**src/flush_pkg.sv**
```systemverilog
// shared sizes, types and constants for the branch flush unit, imported by every RTL module
package flush_pkg;

	// ============================================================
	// sizes
	// ============================================================

	// number of fetch streams, stream 0 stands for no stream at all
	localparam int XSTREAMS = 8;

	// re-order buffer depth
	localparam int ROB_ENTRIES = 16;

	// how many fork levels the dependency walk follows from the kept stream
	localparam int BRANCH_LEVELS = 3;

	// front end stages covered by the waterfall, align through rename
	localparam int FE_STAGES = 5;

	// ============================================================
	// types
	// ============================================================

	typedef logic [2:0] stream_t;
	typedef logic [XSTREAMS-1:0] stream_mask_t;
	typedef logic [31:0] pc_t;
	typedef logic [3:0] rob_ndx_t;

	// sequence numbers compare unsigned, a bigger number is a younger instruction
	typedef logic [7:0] seq_num_t;

	// instructions fetched together share one group tag
	typedef logic [5:0] group_t;

	// ============================================================
	// constants
	// ============================================================

	// the miss pc delay line starts out holding the reset vector
	localparam pc_t RSTPC = 32'hFFFC_0100;

	// with backout every branch or jump protects the rest of its group
	// without it only an untaken conditional branch does
	localparam logic SUPPORT_BACKOUT = 1'b1;

endpackage

```
**src/stream_dep_closure.sv**
```systemverilog
// combinational set of fetch streams to discard, found by walking the fork matrix from the kept stream
`timescale 1ns/1ps

module stream_dep_closure import flush_pkg::*; (
	// row i holds the streams that were forked off stream i
	input  stream_mask_t dep_stream [0:XSTREAMS-1],
	input  stream_t      kept_stream,
	output stream_mask_t stomped_streams
);

	// one-hot mask of the stream the resolving branch keeps
	stream_mask_t root;

	// reach[l] is everything found after l fork levels
	stream_mask_t reach [0:BRANCH_LEVELS];

	always_comb begin
		root = '0;
		root[kept_stream] = 1'b1;
	end

	// ============================================================
	// level by level walk
	// ============================================================

	// each level ORs in the children of every stream found so far
	// the depth is bounded so the logic stays a fixed number of gates deep
	always_comb begin
		reach[0] = root;
		for (int lvl = 0; lvl < BRANCH_LEVELS; lvl++) begin
			reach[lvl+1] = reach[lvl];
			for (int s = 0; s < XSTREAMS; s++) begin
				if (reach[lvl][s]) begin
					reach[lvl+1] = reach[lvl+1] | dep_stream[s];
				end
			end
		end
	end

	// ============================================================
	// result
	// ============================================================

	// the kept stream survives and stream 0 is never a real stream
	// so both are taken out of the discard set
	// no register here because the waterfall and the ROB logic both
	// need the set in the cycle the branch resolves
	assign stomped_streams = reach[BRANCH_LEVELS] & ~root & ~stream_mask_t'(1);

endmodule

```
**src/front_end_stomp.sv**
```systemverilog
// front end stomp waterfall that invalidates align through rename until the redirect target arrives
`timescale 1ns/1ps

module front_end_stomp import flush_pkg::*; (
	input  logic         clk,
	input  logic         rst,
	input  logic         advance,
	input  logic         advance_seg2,
	input  logic         branch_miss,
	input  logic         found_destination,
	input  pc_t          miss_pc,
	input  logic         do_bsr,
	input  stream_mask_t stomped_streams,
	input  pc_t          pc_aln,
	input  pc_t          pc_fet,
	input  pc_t          pc_mux,
	input  pc_t          pc_dec,
	input  pc_t          pc_ren,
	input  stream_t      strm_aln,
	input  stream_t      strm_fet,
	input  stream_t      strm_mux,
	input  stream_t      strm_dec,
	input  stream_t      strm_ren,
	output logic         stomp_aln,
	output logic         stomp_fet,
	output logic         stomp_mux,
	output logic         stomp_dec,
	output logic         stomp_ren
);

	logic flush_req;
	logic flush_req_q;
	logic flush_start;
	logic flush_busy;

	// entry k holds the miss pc delayed by k advances
	pc_t miss_pc_q [0:FE_STAGES-1];

	// stage views indexed from align (0) to rename (4)
	pc_t     stage_pc   [0:FE_STAGES-1];
	stream_t stage_strm [0:FE_STAGES-1];
	logic [FE_STAGES-1:0] stage_adv;
	logic [FE_STAGES-1:0] pc_match;
	logic [FE_STAGES-1:0] sticky;
	logic [FE_STAGES-1:0] stomp_vec;

	assign stage_pc[0] = pc_aln;
	assign stage_pc[1] = pc_fet;
	assign stage_pc[2] = pc_mux;
	assign stage_pc[3] = pc_dec;
	assign stage_pc[4] = pc_ren;

	assign stage_strm[0] = strm_aln;
	assign stage_strm[1] = strm_fet;
	assign stage_strm[2] = strm_mux;
	assign stage_strm[3] = strm_dec;
	assign stage_strm[4] = strm_ren;

	// decode and rename sit in the second pipeline segment
	assign stage_adv = {advance_seg2, advance_seg2, advance, advance, advance};

	// ============================================================
	// flush start detection
	// ============================================================

	// a found destination means the ROB handles the miss and the front end keeps running
	assign flush_req = branch_miss & ~found_destination;

	// the previous level is only sampled on advance so a stalled flush stays a start
	always_ff @(posedge clk) begin
		if (rst) begin
			flush_req_q <= 1'b0;
		end else if (advance) begin
			flush_req_q <= flush_req;
		end
	end

	assign flush_start = flush_req & ~flush_req_q;

	// ============================================================
	// miss pc delay line
	// ============================================================

	// the target pc walks down alongside the stage it should appear in
	always_ff @(posedge clk) begin
		if (rst) begin
			for (int k = 0; k < FE_STAGES; k++) begin
				miss_pc_q[k] <= RSTPC;
			end
		end else begin
			if (flush_start) begin
				miss_pc_q[0] <= miss_pc;
			end
			if (advance | flush_start) begin
				for (int k = 1; k < FE_STAGES; k++) begin
					miss_pc_q[k] <= miss_pc_q[k-1];
				end
			end
		end
	end

	// ============================================================
	// per stage stomp
	// ============================================================

	// a stage dies when its stream was discarded or when it holds
	// anything other than the redirected pc while the flush is live
	always_comb begin
		for (int k = 0; k < FE_STAGES; k++) begin
			pc_match[k] = (stage_pc[k] == miss_pc_q[k]);
			stomp_vec[k] = stomped_streams[stage_strm[k]] |
				((flush_start | sticky[k]) & ~pc_match[k]);
		end
	end

	// after reset every stage but align waits for the reset vector to arrive
	always_ff @(posedge clk) begin
		if (rst) begin
			sticky <= {{(FE_STAGES-1){1'b1}}, 1'b0};
			flush_busy <= 1'b0;
		end else if (flush_start) begin
			sticky <= '1;
			flush_busy <= 1'b1;
		end else begin
			// when idle the align flag follows do_bsr so the group after a call is dropped
			if (stage_adv[0]) begin
				if (pc_match[0])
					sticky[0] <= 1'b0;
				else if (!flush_busy)
					sticky[0] <= do_bsr;
			end
			for (int k = 1; k < FE_STAGES; k++) begin
				if (stage_adv[k] && pc_match[k])
					sticky[k] <= 1'b0;
			end
			// the flush is over once the target reaches rename
			if (stage_adv[FE_STAGES-1] && pc_match[FE_STAGES-1])
				flush_busy <= 1'b0;
		end
	end

	assign stomp_aln = stomp_vec[0];
	assign stomp_fet = stomp_vec[1];
	assign stomp_mux = stomp_vec[2];
	assign stomp_dec = stomp_vec[3];
	assign stomp_ren = stomp_vec[4];

endmodule

```
**src/rob_stomp.sv**
```systemverilog
// registered per entry stomp vector for the re-order buffer after a branch resolves
`timescale 1ns/1ps

module rob_stomp import flush_pkg::*; (
	input  logic                   clk,
	input  logic                   rst,
	input  logic                   branch_resolved,
	input  logic                   branch_miss,
	input  logic                   found_destination,
	input  rob_ndx_t               destination_ndx,
	input  rob_ndx_t               miss_ndx,
	input  logic                   fcu_valid,
	input  rob_ndx_t               fcu_ndx,
	input  logic                   fcu_is_branch,
	input  logic                   taken,
	input  seq_num_t               rob_sn     [0:ROB_ENTRIES-1],
	input  stream_t                rob_stream [0:ROB_ENTRIES-1],
	input  group_t                 rob_grp    [0:ROB_ENTRIES-1],
	input  stream_mask_t           stomped_streams,
	input  stream_t                kept_stream,
	output logic [ROB_ENTRIES-1:0] rob_stomp
);

	logic [ROB_ENTRIES-1:0] stomp_next;
	seq_num_t miss_sn;
	seq_num_t dest_sn;
	seq_num_t fcu_sn;
	group_t   fcu_grp;
	logic     backout;

	// ages and group of the entries that anchor the decision
	assign miss_sn = rob_sn[miss_ndx];
	assign dest_sn = rob_sn[destination_ndx];
	assign fcu_sn  = rob_sn[fcu_ndx];
	assign fcu_grp = rob_grp[fcu_ndx];

	// younger group mates of the resolving branch keep their slot so their
	// register mappings can be backed out instead of thrown away
	assign backout = SUPPORT_BACKOUT ? (fcu_valid & fcu_is_branch) :
		(fcu_valid & fcu_is_branch & ~taken);

	// ============================================================
	// per entry decision
	// ============================================================

	always_comb begin
		for (int n = 0; n < ROB_ENTRIES; n++) begin
			stomp_next[n] = 1'b0;
			if (branch_resolved) begin
				if (found_destination) begin
					// only the wrong path between the miss and its target goes
					if (rob_sn[n] > miss_sn && rob_sn[n] < dest_sn)
						stomp_next[n] = 1'b1;
				end else if (branch_miss && fcu_valid) begin
					// everything younger on a stream that is not kept
					if (rob_sn[n] > miss_sn && rob_stream[n] != kept_stream)
						stomp_next[n] = 1'b1;
				end
				if (backout && rob_grp[n] == fcu_grp && rob_sn[n] > fcu_sn)
					stomp_next[n] = 1'b0;
			end
			// dependent streams die whatever the branch did
			if (stomped_streams[rob_stream[n]])
				stomp_next[n] = 1'b1;
		end
	end

	// the vector fans out widely so it leaves through a register
	always_ff @(posedge clk) begin
		if (rst) begin
			rob_stomp <= '0;
		end else begin
			rob_stomp <= stomp_next;
		end
	end

endmodule

```
**src/branch_flush_unit.sv**
```systemverilog
// top level of the branch miss flush unit tying the stream closure to the front end and ROB stomps
`timescale 1ns/1ps

module branch_flush_unit import flush_pkg::*; (
	input  logic                   clk,
	input  logic                   rst,
	input  stream_mask_t           dep_stream [0:XSTREAMS-1],
	input  stream_t                kept_stream,
	input  logic                   advance,
	input  logic                   advance_seg2,
	input  logic                   branch_miss,
	input  logic                   found_destination,
	input  pc_t                    miss_pc,
	input  logic                   do_bsr,
	input  pc_t                    pc_aln,
	input  pc_t                    pc_fet,
	input  pc_t                    pc_mux,
	input  pc_t                    pc_dec,
	input  pc_t                    pc_ren,
	input  stream_t                strm_aln,
	input  stream_t                strm_fet,
	input  stream_t                strm_mux,
	input  stream_t                strm_dec,
	input  stream_t                strm_ren,
	input  logic                   branch_resolved,
	input  rob_ndx_t               destination_ndx,
	input  rob_ndx_t               miss_ndx,
	input  logic                   fcu_valid,
	input  rob_ndx_t               fcu_ndx,
	input  logic                   fcu_is_branch,
	input  logic                   taken,
	input  seq_num_t               rob_sn     [0:ROB_ENTRIES-1],
	input  stream_t                rob_stream [0:ROB_ENTRIES-1],
	input  group_t                 rob_grp    [0:ROB_ENTRIES-1],
	output logic                   stomp_aln,
	output logic                   stomp_fet,
	output logic                   stomp_mux,
	output logic                   stomp_dec,
	output logic                   stomp_ren,
	output logic [ROB_ENTRIES-1:0] rob_stomp
);

	// discard set shared by both stomp paths in the same cycle
	stream_mask_t stomped_streams;

	stream_dep_closure u_closure (
		.dep_stream(dep_stream), .kept_stream(kept_stream), .stomped_streams(stomped_streams)
	);

	front_end_stomp u_front (
		.clk(clk), .rst(rst), .advance(advance), .advance_seg2(advance_seg2),
		.branch_miss(branch_miss), .found_destination(found_destination),
		.miss_pc(miss_pc), .do_bsr(do_bsr), .stomped_streams(stomped_streams),
		.pc_aln(pc_aln), .pc_fet(pc_fet), .pc_mux(pc_mux), .pc_dec(pc_dec), .pc_ren(pc_ren),
		.strm_aln(strm_aln), .strm_fet(strm_fet), .strm_mux(strm_mux),
		.strm_dec(strm_dec), .strm_ren(strm_ren),
		.stomp_aln(stomp_aln), .stomp_fet(stomp_fet), .stomp_mux(stomp_mux),
		.stomp_dec(stomp_dec), .stomp_ren(stomp_ren)
	);

	// rob_stomp lands one cycle after the resolve inputs
	rob_stomp u_rob (
		.clk(clk), .rst(rst), .branch_resolved(branch_resolved), .branch_miss(branch_miss),
		.found_destination(found_destination), .destination_ndx(destination_ndx),
		.miss_ndx(miss_ndx), .fcu_valid(fcu_valid), .fcu_ndx(fcu_ndx),
		.fcu_is_branch(fcu_is_branch), .taken(taken), .rob_sn(rob_sn),
		.rob_stream(rob_stream), .rob_grp(rob_grp), .stomped_streams(stomped_streams),
		.kept_stream(kept_stream), .rob_stomp(rob_stomp)
	);

endmodule

```
**config.mk**
```make
export PLATFORM = sky130hd
export DESIGN_NAME = branch_flush_unit
export DESIGN_NICKNAME = d
export VERILOG_FILES = /design/src/flush_pkg.sv /design/src/stream_dep_closure.sv /design/src/front_end_stomp.sv /design/src/rob_stomp.sv /design/src/branch_flush_unit.sv
export SDC_FILE = /design/constraint.sdc
export NUM_CORES = 1
export LEC_CHECK = 0
export BUFFER_PORTS_ARGS = -buffer_cell sky130_fd_sc_hd__buf_2
export CORE_MARGIN = 3
export CORE_UTILIZATION = 46
export DETAILED_ROUTE_END_ITERATION = 16
export GPL_TIMING_DRIVEN = 0
export PLACE_DENSITY_LB_ADDON = 0.3
export SLEW_MARGIN = 20
export SYNTH_ARGS = -nofsm -noshare
export SYNTH_HDL_FRONTEND = slang
export SYNTH_SLANG_ARGS = --single-unit
```
**constraint.sdc**
```tcl
create_clock -name clk -period 6.1 [get_ports clk]
set_clock_uncertainty 0.05 [all_clocks]
set_input_delay 0.61 -clock clk [delete_from_list [all_inputs] [get_ports clk]]
set_output_delay 0.61 -clock clk [all_outputs]
set_load 0.01 [all_outputs]
```
==> run summary, run 1 <==
Clock tree synthesis inserted a total of 17 buffers. The HPWL after detailed placement is 98.6 mm. After the last flow step, the layout net total stands at 4000. The fraction of layout instances using a drive strength above 1 is 0.267. The number of enable flip-flop cells after synthesis was 160; the combined area of all synthesized cells was 25100 um^2.

The proportion of register bits with asynchronous set or reset after synthesis works out to 0. The later-pin clock latency in the skew report is 480 ps. The worst register-to-register path has a setup slack of 3200 ps. The run gives 0 as the number of maximum-capacitance constraint violations. The tools report the first element of the critical path as destination_ndx[0]. The combinational share of power was 0.513; the number of endpoints with negative hold slack in the final report was 0.

Dividing the detail-routed via count by the number of cells gives 6.73. The switching power was 0.00228 W. The logs give 2748 for the violation count after the first detailed-routing iteration and 0 for the number of buffers added to fix hold violations after cts.

The worst register-to-register path begins at u_front.flush_req_q. The worst-case IR drop observed on VDD is 180 uV. On the final layout, the worst hold slack is 344 ps. The number of placed instances, taps included, is 3733. The cell type contributing the most total cell area after synthesis was edfxtp_1.

The static leakage is 12.3 nW, and the die footprint is 57400 um^2. Dividing the detail-routed wire length by the instance count gives 32.0 um. In this run the tool buffered the top-level ports with 541 buffer cells.

Post-synthesis instance total: 2500. The wire length reported by the detailed router was 121 mm. The worst setup path is captured at a flop. The met3 wire length is 15.9 mm. The fraction of the yosys area taken by sequential cells came out at 0.210.

The maximum clock rate was 167 MHz. The tools report the sum of internal, switching and leakage power as 0.00534 W. Leading cell type by number of instances after synthesis: ha_1.

After global routing the overflow that remains totals 0. The mean area per synthesized cell works out to 10.0 um^2. The clock-pin slew on the worst setup and hold paths is 80 ps, and the maximum number of pins on one net before global-route repair is 58. Compared with the post-synthesis result, the final layout area differs by 17.4%.

STA classifies the critical path startpoint as an input port. The run finished with clean final reports. The run gives 0.553 as the share of the core filled with cells in the final layout.

In this run the deepest clock path goes through 2 buffers. The total number of H-tree levels came out at 4. Setup repair after global routing left no endpoint under its margin. The relative contribution of sequential cells to total power came out at 0.278. The met1 layer wirelength in the final routing was 44.5 mm. The depth of the most critical reg-to-reg path was 6; the overall global routing resource usage was 0.409.

The number of setup violations in the final report is 0, and the initial core utilization is 0.471. The tools report the clock tree root buffer cell as clkbuf_16. From bottom edge to top edge, the die measures 240 um. The run gives 183 as the CTS sink count. Ranked by instance count, the synthesized netlist is headed by ha_1 (368), xnor2_1 (222), edfxtp_1 (160), mux4_2 (149), o21ai_0 (121).

The number of nets in the synthesized netlist is 3437. TritonCTS built the clock tree. Summing over every cut layer, the via total after detailed routing is 25400.

The logs give 0 for the post-CTS setup-driven buffer insertion count and 53300 um^2 for the core area. The switching power share of the total was 0.426. The share of the clock period used by the worst path after layout is 0.981. In this run the power density over the cells is 181 nW/um^2.

The die is 240 um wide. The logs give 0 for the number of pins with negative max-slew slack in the final report and 89 for the distinct cell type count of the synthesized netlist. During synthesis, Yosys emitted a total of 0 warnings. The worst hold path belongs to the class in -> reg. For the boundary pin count, the log shows 590. The critical path is of the in -> reg type. Of all nets on the critical path, the largest fanout is 16. The number of placement rows is 84. Portion of total power attributed to the clock network: 0.209.

Count of filler cells inserted in the layout: 4758. The first detailed-routing pass ran for 6 iterations. Synthesis inferred 183 register bits. The detail route stage leaves a number of antenna-violating nets equal to 0. The tools report the max-slew headroom at the worst pin as 0.202. The final critical delay including setup and external delays is 5990 ps. The critical path ends at u_rob.rob_stomp[6].

Data on the critical path is required at its endpoint by 6430 ps. The highest routed metal layer was met5. Yosys attributes the largest share of cell area to edfxtp_1 (19%), ha_1 (18%), mux4_2 (13%).

The tools report the internal power consumption as 0.00307 W. At the pin with the least slew margin, the transition time is 1190 ps. The run gives 6310 ps as the worst path arrival time. The endpoint of the worst register-to-register path is u_front.miss_pc_q[0][143].

Summed over all nets, wire length on met2 after detailed routing comes to 53.5 mm. The global-route wire length before repair is 169 mm, and the final estimated routing congestion in global placement is 1.03. The area fraction of the dominant cell type after synthesis is 0.192. The most used flip-flop cell after synthesis is edfxtp_1. The number of global-route vias before repair was 25300; the number of standard cells in the layout, taps in and fillers out was 3779.

The number of antenna violations at the first check in global routing was 31; the number of remaining DRC errors was 0.
[layout by cell type, fill, tap and decap left out, drive strengths merged, types with 77 or more instances in the layout]
master,synthesis,final
buf,73,613
ha,368,368
xnor2,222,222
edfxtp,160,160
mux4,151,151
o21ai,124,124
a21oi,120,120
nand4,98,98
and2,87,87
clkbuf,64,83
xor2,82,82
nor2,78,78
or3,77,77
[critical path, stage by stage]
cell,delay [ps]
clkbuf_1,490
clkdlybuf4s15_1,690
clkbuf_2,490
mux4_2,590
mux4_2,460
inv_1,730
ha_1,380
o211ai_1,80
a21oi_1,60
a2111oi_0,840
o211a_1,380
nor2_1,70
o22a_1,200
a22oi_1,210
[cell type report]
cell class | instances | area, um^2 | area share
Inverter | 70 | 297 | 0.0101
Multi-Input combinational cell | 2110 | 19000 | 0.644
Antenna cell | 15 | 37.5 | 0.00127
Tap cell | 688 | 861 | 0.0292
Sequential cell | 183 | 5270 | 0.179
Buffer | 136 | 666 | 0.0226
Clock inverter | 14 | 140 | 0.00476
Timing Repair Buffer | 545 | 2780 | 0.0945
Clock buffer | 18 | 429 | 0.0146
[state kept, by name, indices dropped and copies added, names as in the netlist]
name	cells
u_front.sticky	5
u_rob.rob_stomp	16
u_front.miss_pc_q	160
u_front.flush_req_q	1
u_front.flush_busy	1
[worst min path at each step]
stage | depth (start not counted) | slack (ps) | endpoint | start
2_1_floorplan | 1 | 370 | u_front.sticky[4] | u_front.sticky[4]
3_3_place_gp | 1 | 380 | u_front.sticky[4] | u_front.sticky[4]
3_5_place_dp | 1 | 390 | u_front.sticky[4] | u_front.sticky[4]
4_1_cts | 2 | 330 | u_front.miss_pc_q[0][25] | miss_pc[25]
5_1_grt | 2 | 340 | u_front.miss_pc_q[0][25] | miss_pc[25]
6_report | 2 | 340 | u_front.miss_pc_q[0][25] | miss_pc[25]
[timing repair]
action                                  in CTS  in global routing
endpoints found under the hold margin        0                  0
gates resized for setup                      3                 19
endpoints found under the setup margin       4                 12
[metrics by stage]
| step | TNS, ps | instance area (um^2) | worst slack [ps] |
|---|---|---|---|
| 2_1_floorplan | 0 | 25100 | 1130 |
| 3_3_place_gp | -36970 | 28700 | -1090 |
| 3_5_place_dp | -4980 | 28800 | -781 |
| 4_1_cts | 0 | 29300 | 11.6 |
| 5_1_grt | 0 | 29400 | 38.4 |
| 6_report | 0 | 29500 | 115 |
[kinds of logic (layout without fill, tap and decap cells)]
family / count (synthesis) / in the layout / share of synthesized area
other: 0 / 15 / 0
AO/OA/AOI/OAI: 577 / 577 / 0.155
AND/OR/NAND/NOR: 655 / 655 / 0.150
flip-flops: 183 / 183 / 0.210
XOR/XNOR: 304 / 304 / 0.106
multiplexers: 206 / 206 / 0.159
buffers and inverters: 207 / 783 / 0.0363
adder cells (fa/ha/maj): 368 / 368 / 0.184
[power groups by stage]
stage | Sequential [W] | Combinational (W) | Clock [W]
5_1_grt | 0.00149 | 0.00293 | 0.00117
3_3_place_gp | 0.00152 | 0.00251 | 0
6_report | 0.00149 | 0.00274 | 0.00112
2_1_floorplan | 0.00150 | 0.00160 | 0
4_1_cts | 0.00148 | 0.00263 | 0.00112
3_5_place_dp | 0.00151 | 0.00262 | 0
[layer usage]
| metal | GRT usage | vias to the layer above |
|---|---|---|
| met5 | 0 | - |
| met4 | 0.207 | 30 |
| met3 | 0.146 | 413 |
| met2 | 0.634 | 1813 |
| met1 | 0.506 | 12200 |
| li1 | - | 10900 |
Power figures use the tool's default switching activity.
==> run 2, diff against run 1 <==
CORE_MARGIN = 5   (was 3)
PLACE_DENSITY_LB_ADDON = 0.2   (was 0.3)
==> run 2 against run 1 <==
Compared with the run above: the flow now finishes with violations (negative setup slack); core utilization decreased by 0.55 points; die area up 3.4%; design area is 0.18% higher; combinational power about the same; critical path type unchanged; critical endpoint is now u_rob.rob_stomp[1].
==> run summary, run 2 (same netlist as run 1, synthesis figures left out) <==
The area growth from synthesis to final layout works out to 17.6%. The register containing the most flip-flops in the final layout is u_front.miss_pc_q. For the instance area at placement, the log shows 28800 um^2 (about the same). The final critical delay including setup and external delays is 6130 ps (+145 ps), and the total instance count after detailed placement is 3740 (+0.19%). The number of standard cells in the layout, taps in and fillers out is 3788 (+0.24%). STA classifies the critical path endpoint as a flop. Overall global routing resource usage: 0.388 (-0.0214).

The path class of the lowest-slack min-delay path was in -> reg. In the layout the commonest cells are buf_2 (562), ha_1 (368), xnor2_1 (222), edfxtp_1 (160), mux4_2 (149). The violation count after the first detailed-routing iteration came out at 2879 (+4.8%). For the die footprint, the log shows 59300 um^2 (+3.4%). The run gives 4000 (unchanged) as the count of nets after finishing. The combinational share of power was 0.504 (-0.009); the later-pin clock latency in the skew report was 480 ps (about the same). The run gives 0.00232 W (+1.7%) as the switching power.

Clock tree synthesis selected as its root buffer the cell clkbuf_16. The actual slew at the worst max-slew pin is 1200 ps (+3.69 ps). Category of cells accounting for the largest share of critical-path delay: buffers and inverters.

The worst path arrival time came out at 6440 ps (+130 ps). The number of buffers added to fix hold violations after cts was 0 (unchanged); the number of nets with antenna violations after routing was 0 (unchanged). Number of port buffers: 541 (unchanged).

TritonCTS built the clock tree. The logs give 0 (unchanged) for the number of maximum-capacitance constraint violations and -783 ps (-2.38 ps) for the setup slack after placement. The static leakage was 12.3 nW (+0.22%).

Highest routed metal layer: met5. Width of the chip: 244 um (+1.7%). The buffer depth of the longest clock path is 2 (unchanged). In the final layout, the registers with the most flip-flops are u_front.miss_pc_q x160, u_rob.rob_stomp x16, u_front.sticky x5. The tools report the wire length reported by the detailed router as 121 mm (+0.54%). Met3 wire length: 14.4 mm (-9.1%).

The post-detailed-placement half-perimeter wirelength is 100 mm (+1.6%). For the met1 layer wirelength in the final routing, the log shows 46.6 mm (+4.7%). The critical path in this run is classified as in -> reg. The tools report the global-route wire length before repair as 170 mm (+0.41%).

The run gives 0.276 (-0.002) as the relative contribution of sequential cells to total power. The tools report the total number of H-tree levels as 4 (unchanged). The number of antenna violations at the first check in global routing was 36 (+16%); the number of remaining DRC errors was 0 (unchanged). The post-CTS setup-driven buffer insertion count is 0 (unchanged).

The tools report the final estimated routing congestion in global placement as 1.03 (+0.33%). The number of vias in the routed layout came out at 25500 (+0.098%). Sum of overflow across all layers after global routing: 0 (unchanged). The run gives 0.465 (-0.00554) as the initial core utilization. The run gives 0 (unchanged) as the number of endpoints with negative hold slack in the final report.

The core area came out at 53900 um^2 (+1.2%). Depth of the most critical reg-to-reg path: 6 (unchanged). The largest driver fanout on the critical path works out to 16 (unchanged).

The number of instances on the worst hold path was 2 (unchanged); the clock-pin slew on the worst setup and hold paths was 90 ps (about the same). Setup repair after global routing left no endpoint under its margin. Fraction of layout instances using a drive strength above 1: 0.267 (-0.000325). The portion of total power attributed to the clock network is 0.221 (+0.012).

The switching power share of the total came out at 0.428 (+0.00158). The final worst-path setup slack was -30.1 ps (-145 ps). The run gives 17 (unchanged) as the number of buffers created by CTS. The post-route setup TNS is -30.1 ps (-30.1 ps), and the count of filler cells inserted in the layout is 4877 (+2.5%).

The run gives 60 (+3.4%) as the maximum number of pins on one net before global-route repair. Leaving out fill and tap cells, the most frequent cell in the layout is buf_2. The run gives 54.3 mm (+1.5%) as the met2 wire length. The flow ran to the end, but the final reports show violations.

Walking the worst path, the cells encountered are buf_4, buf_1, clkbuf_1, mux4_2, mux4_2, clkinvlp_4, ha_1, nor2b_1, o21a_1, o21a_1, o21bai_1, a211oi_1, nand4_1, o211ai_1, nand2_1, a211oi_1, a22oi_1. Launching element type of the critical path: an input port. The largest voltage drop on the vdd net was 145 uV (-20%); the wire length per cell after detailed routing was 32.0 um (+0.30%).

The maximum clock rate came out at 163 MHz (-2.4%). The final reports fail on negative setup slack. The tools report the internal power consumption as 0.00310 W (+1.0%).

The number of stages on the worst setup path came out at 17 (+3). Sum of internal, switching and leakage power: 0.00541 W (+1.3%). The number of global-route vias before repair is 25200 (-0.35%), and the boundary pin count is 590 (unchanged). Number of vias per cell: 6.72 (-0.14%).

Power per cell area: 184 nW/um^2 (+1.1%). The logs give 85 (+1.2%) for the number of placement rows and 0 (unchanged) for the number of pins with negative max-slew slack in the final report. The peak per-stage delay on the critical path was 810 ps (-30 ps); the post-route standard cell area excluding fillers was 29500 um^2 (+0.18%). The tools report the number of setup violations in the final report as 1 (+1). First-pass detailed-route iteration total: 6 (unchanged). The number of buffer and inverter instances along the worst setup path was 4 (unchanged). The logs give 6410 ps (-20 ps) for the required time of the critical path and 183 (unchanged) for the CTS sink count. Flip-flop count of the largest register, all copies and words added: 160 (unchanged). The max-slew headroom at the worst pin came out at 0.196 (-0.00610).

The chip height is 244 um (+1.7%), and the share of the clock period used by the worst path after layout is 1.00 (+0.0238). The largest individual stage delay along the critical path comes from the cell a211oi_1.
-- run 2: metal layers --
layer / track usage / up-vias
li1: - / 10900
met3: 0.120 / 371
met1: 0.499 / 12400
met5: 0 / -
met2: 0.609 / 1769
met4: 0.162 / 38
-- run 2: power by group through the flow --
stage	Sequential, W	Clock [W]	Combinational (W)
floorplan	0.00150	0	0.00160
global placement	0.00153	0	0.00251
detailed placement	0.00152	0	0.00262
CTS	0.00149	0.00122	0.00263
global route	0.00150	0.00126	0.00292
finish	0.00149	0.00120	0.00273
-- run 2: worst paths after layout --
check	slack [ps]	end	from
setup / recovery	-30	u_rob.rob_stomp[1]	fcu_ndx[1]
hold / removal	340	u_front.miss_pc_q[0][19]	miss_pc[19]
setup reg to reg	3170	u_front.miss_pc_q[0][145]	u_front.flush_req_q
hold reg to reg	400	u_front.sticky[4]	u_front.sticky[4]
-- run 2: cell type report --
type | count | area [um^2] | share of cell area
multi-input cells | 2110 | 19000 | 0.642
plain buffers | 137 | 671 | 0.0227
flip-flops and latches | 183 | 5270 | 0.178
inverters | 70 | 297 | 0.0101
clock inverters | 15 | 204 | 0.00691
diodes | 16 | 40.0 | 0.00136
repair buffers | 544 | 2780 | 0.0943
well taps | 696 | 871 | 0.0295
clock buffers | 17 | 425 | 0.0144
-- run 2: timing repair --
action,CTS,global route
pin swaps,0,0
cloned,0,0
setup endpoints to repair,4,7
gates resized for setup,8,13
-- run 2: worst reg2reg max path, cell delays in order (launching register included) --
cell	delay (ps)
dfxtp_1	330
nor3b_2	590
nor2_1	200
nor2_1	310
clkbuf_1	500
clkbuf_1	560
and2_1	270
-- run 2: through the flow --
step	hold WS [ps]	utilization
after floorplan	371	-
after global placement	380	0.532
after detailed placement	384	0.533
after CTS	305	0.546
after global routing	326	0.547
final	340	0.547
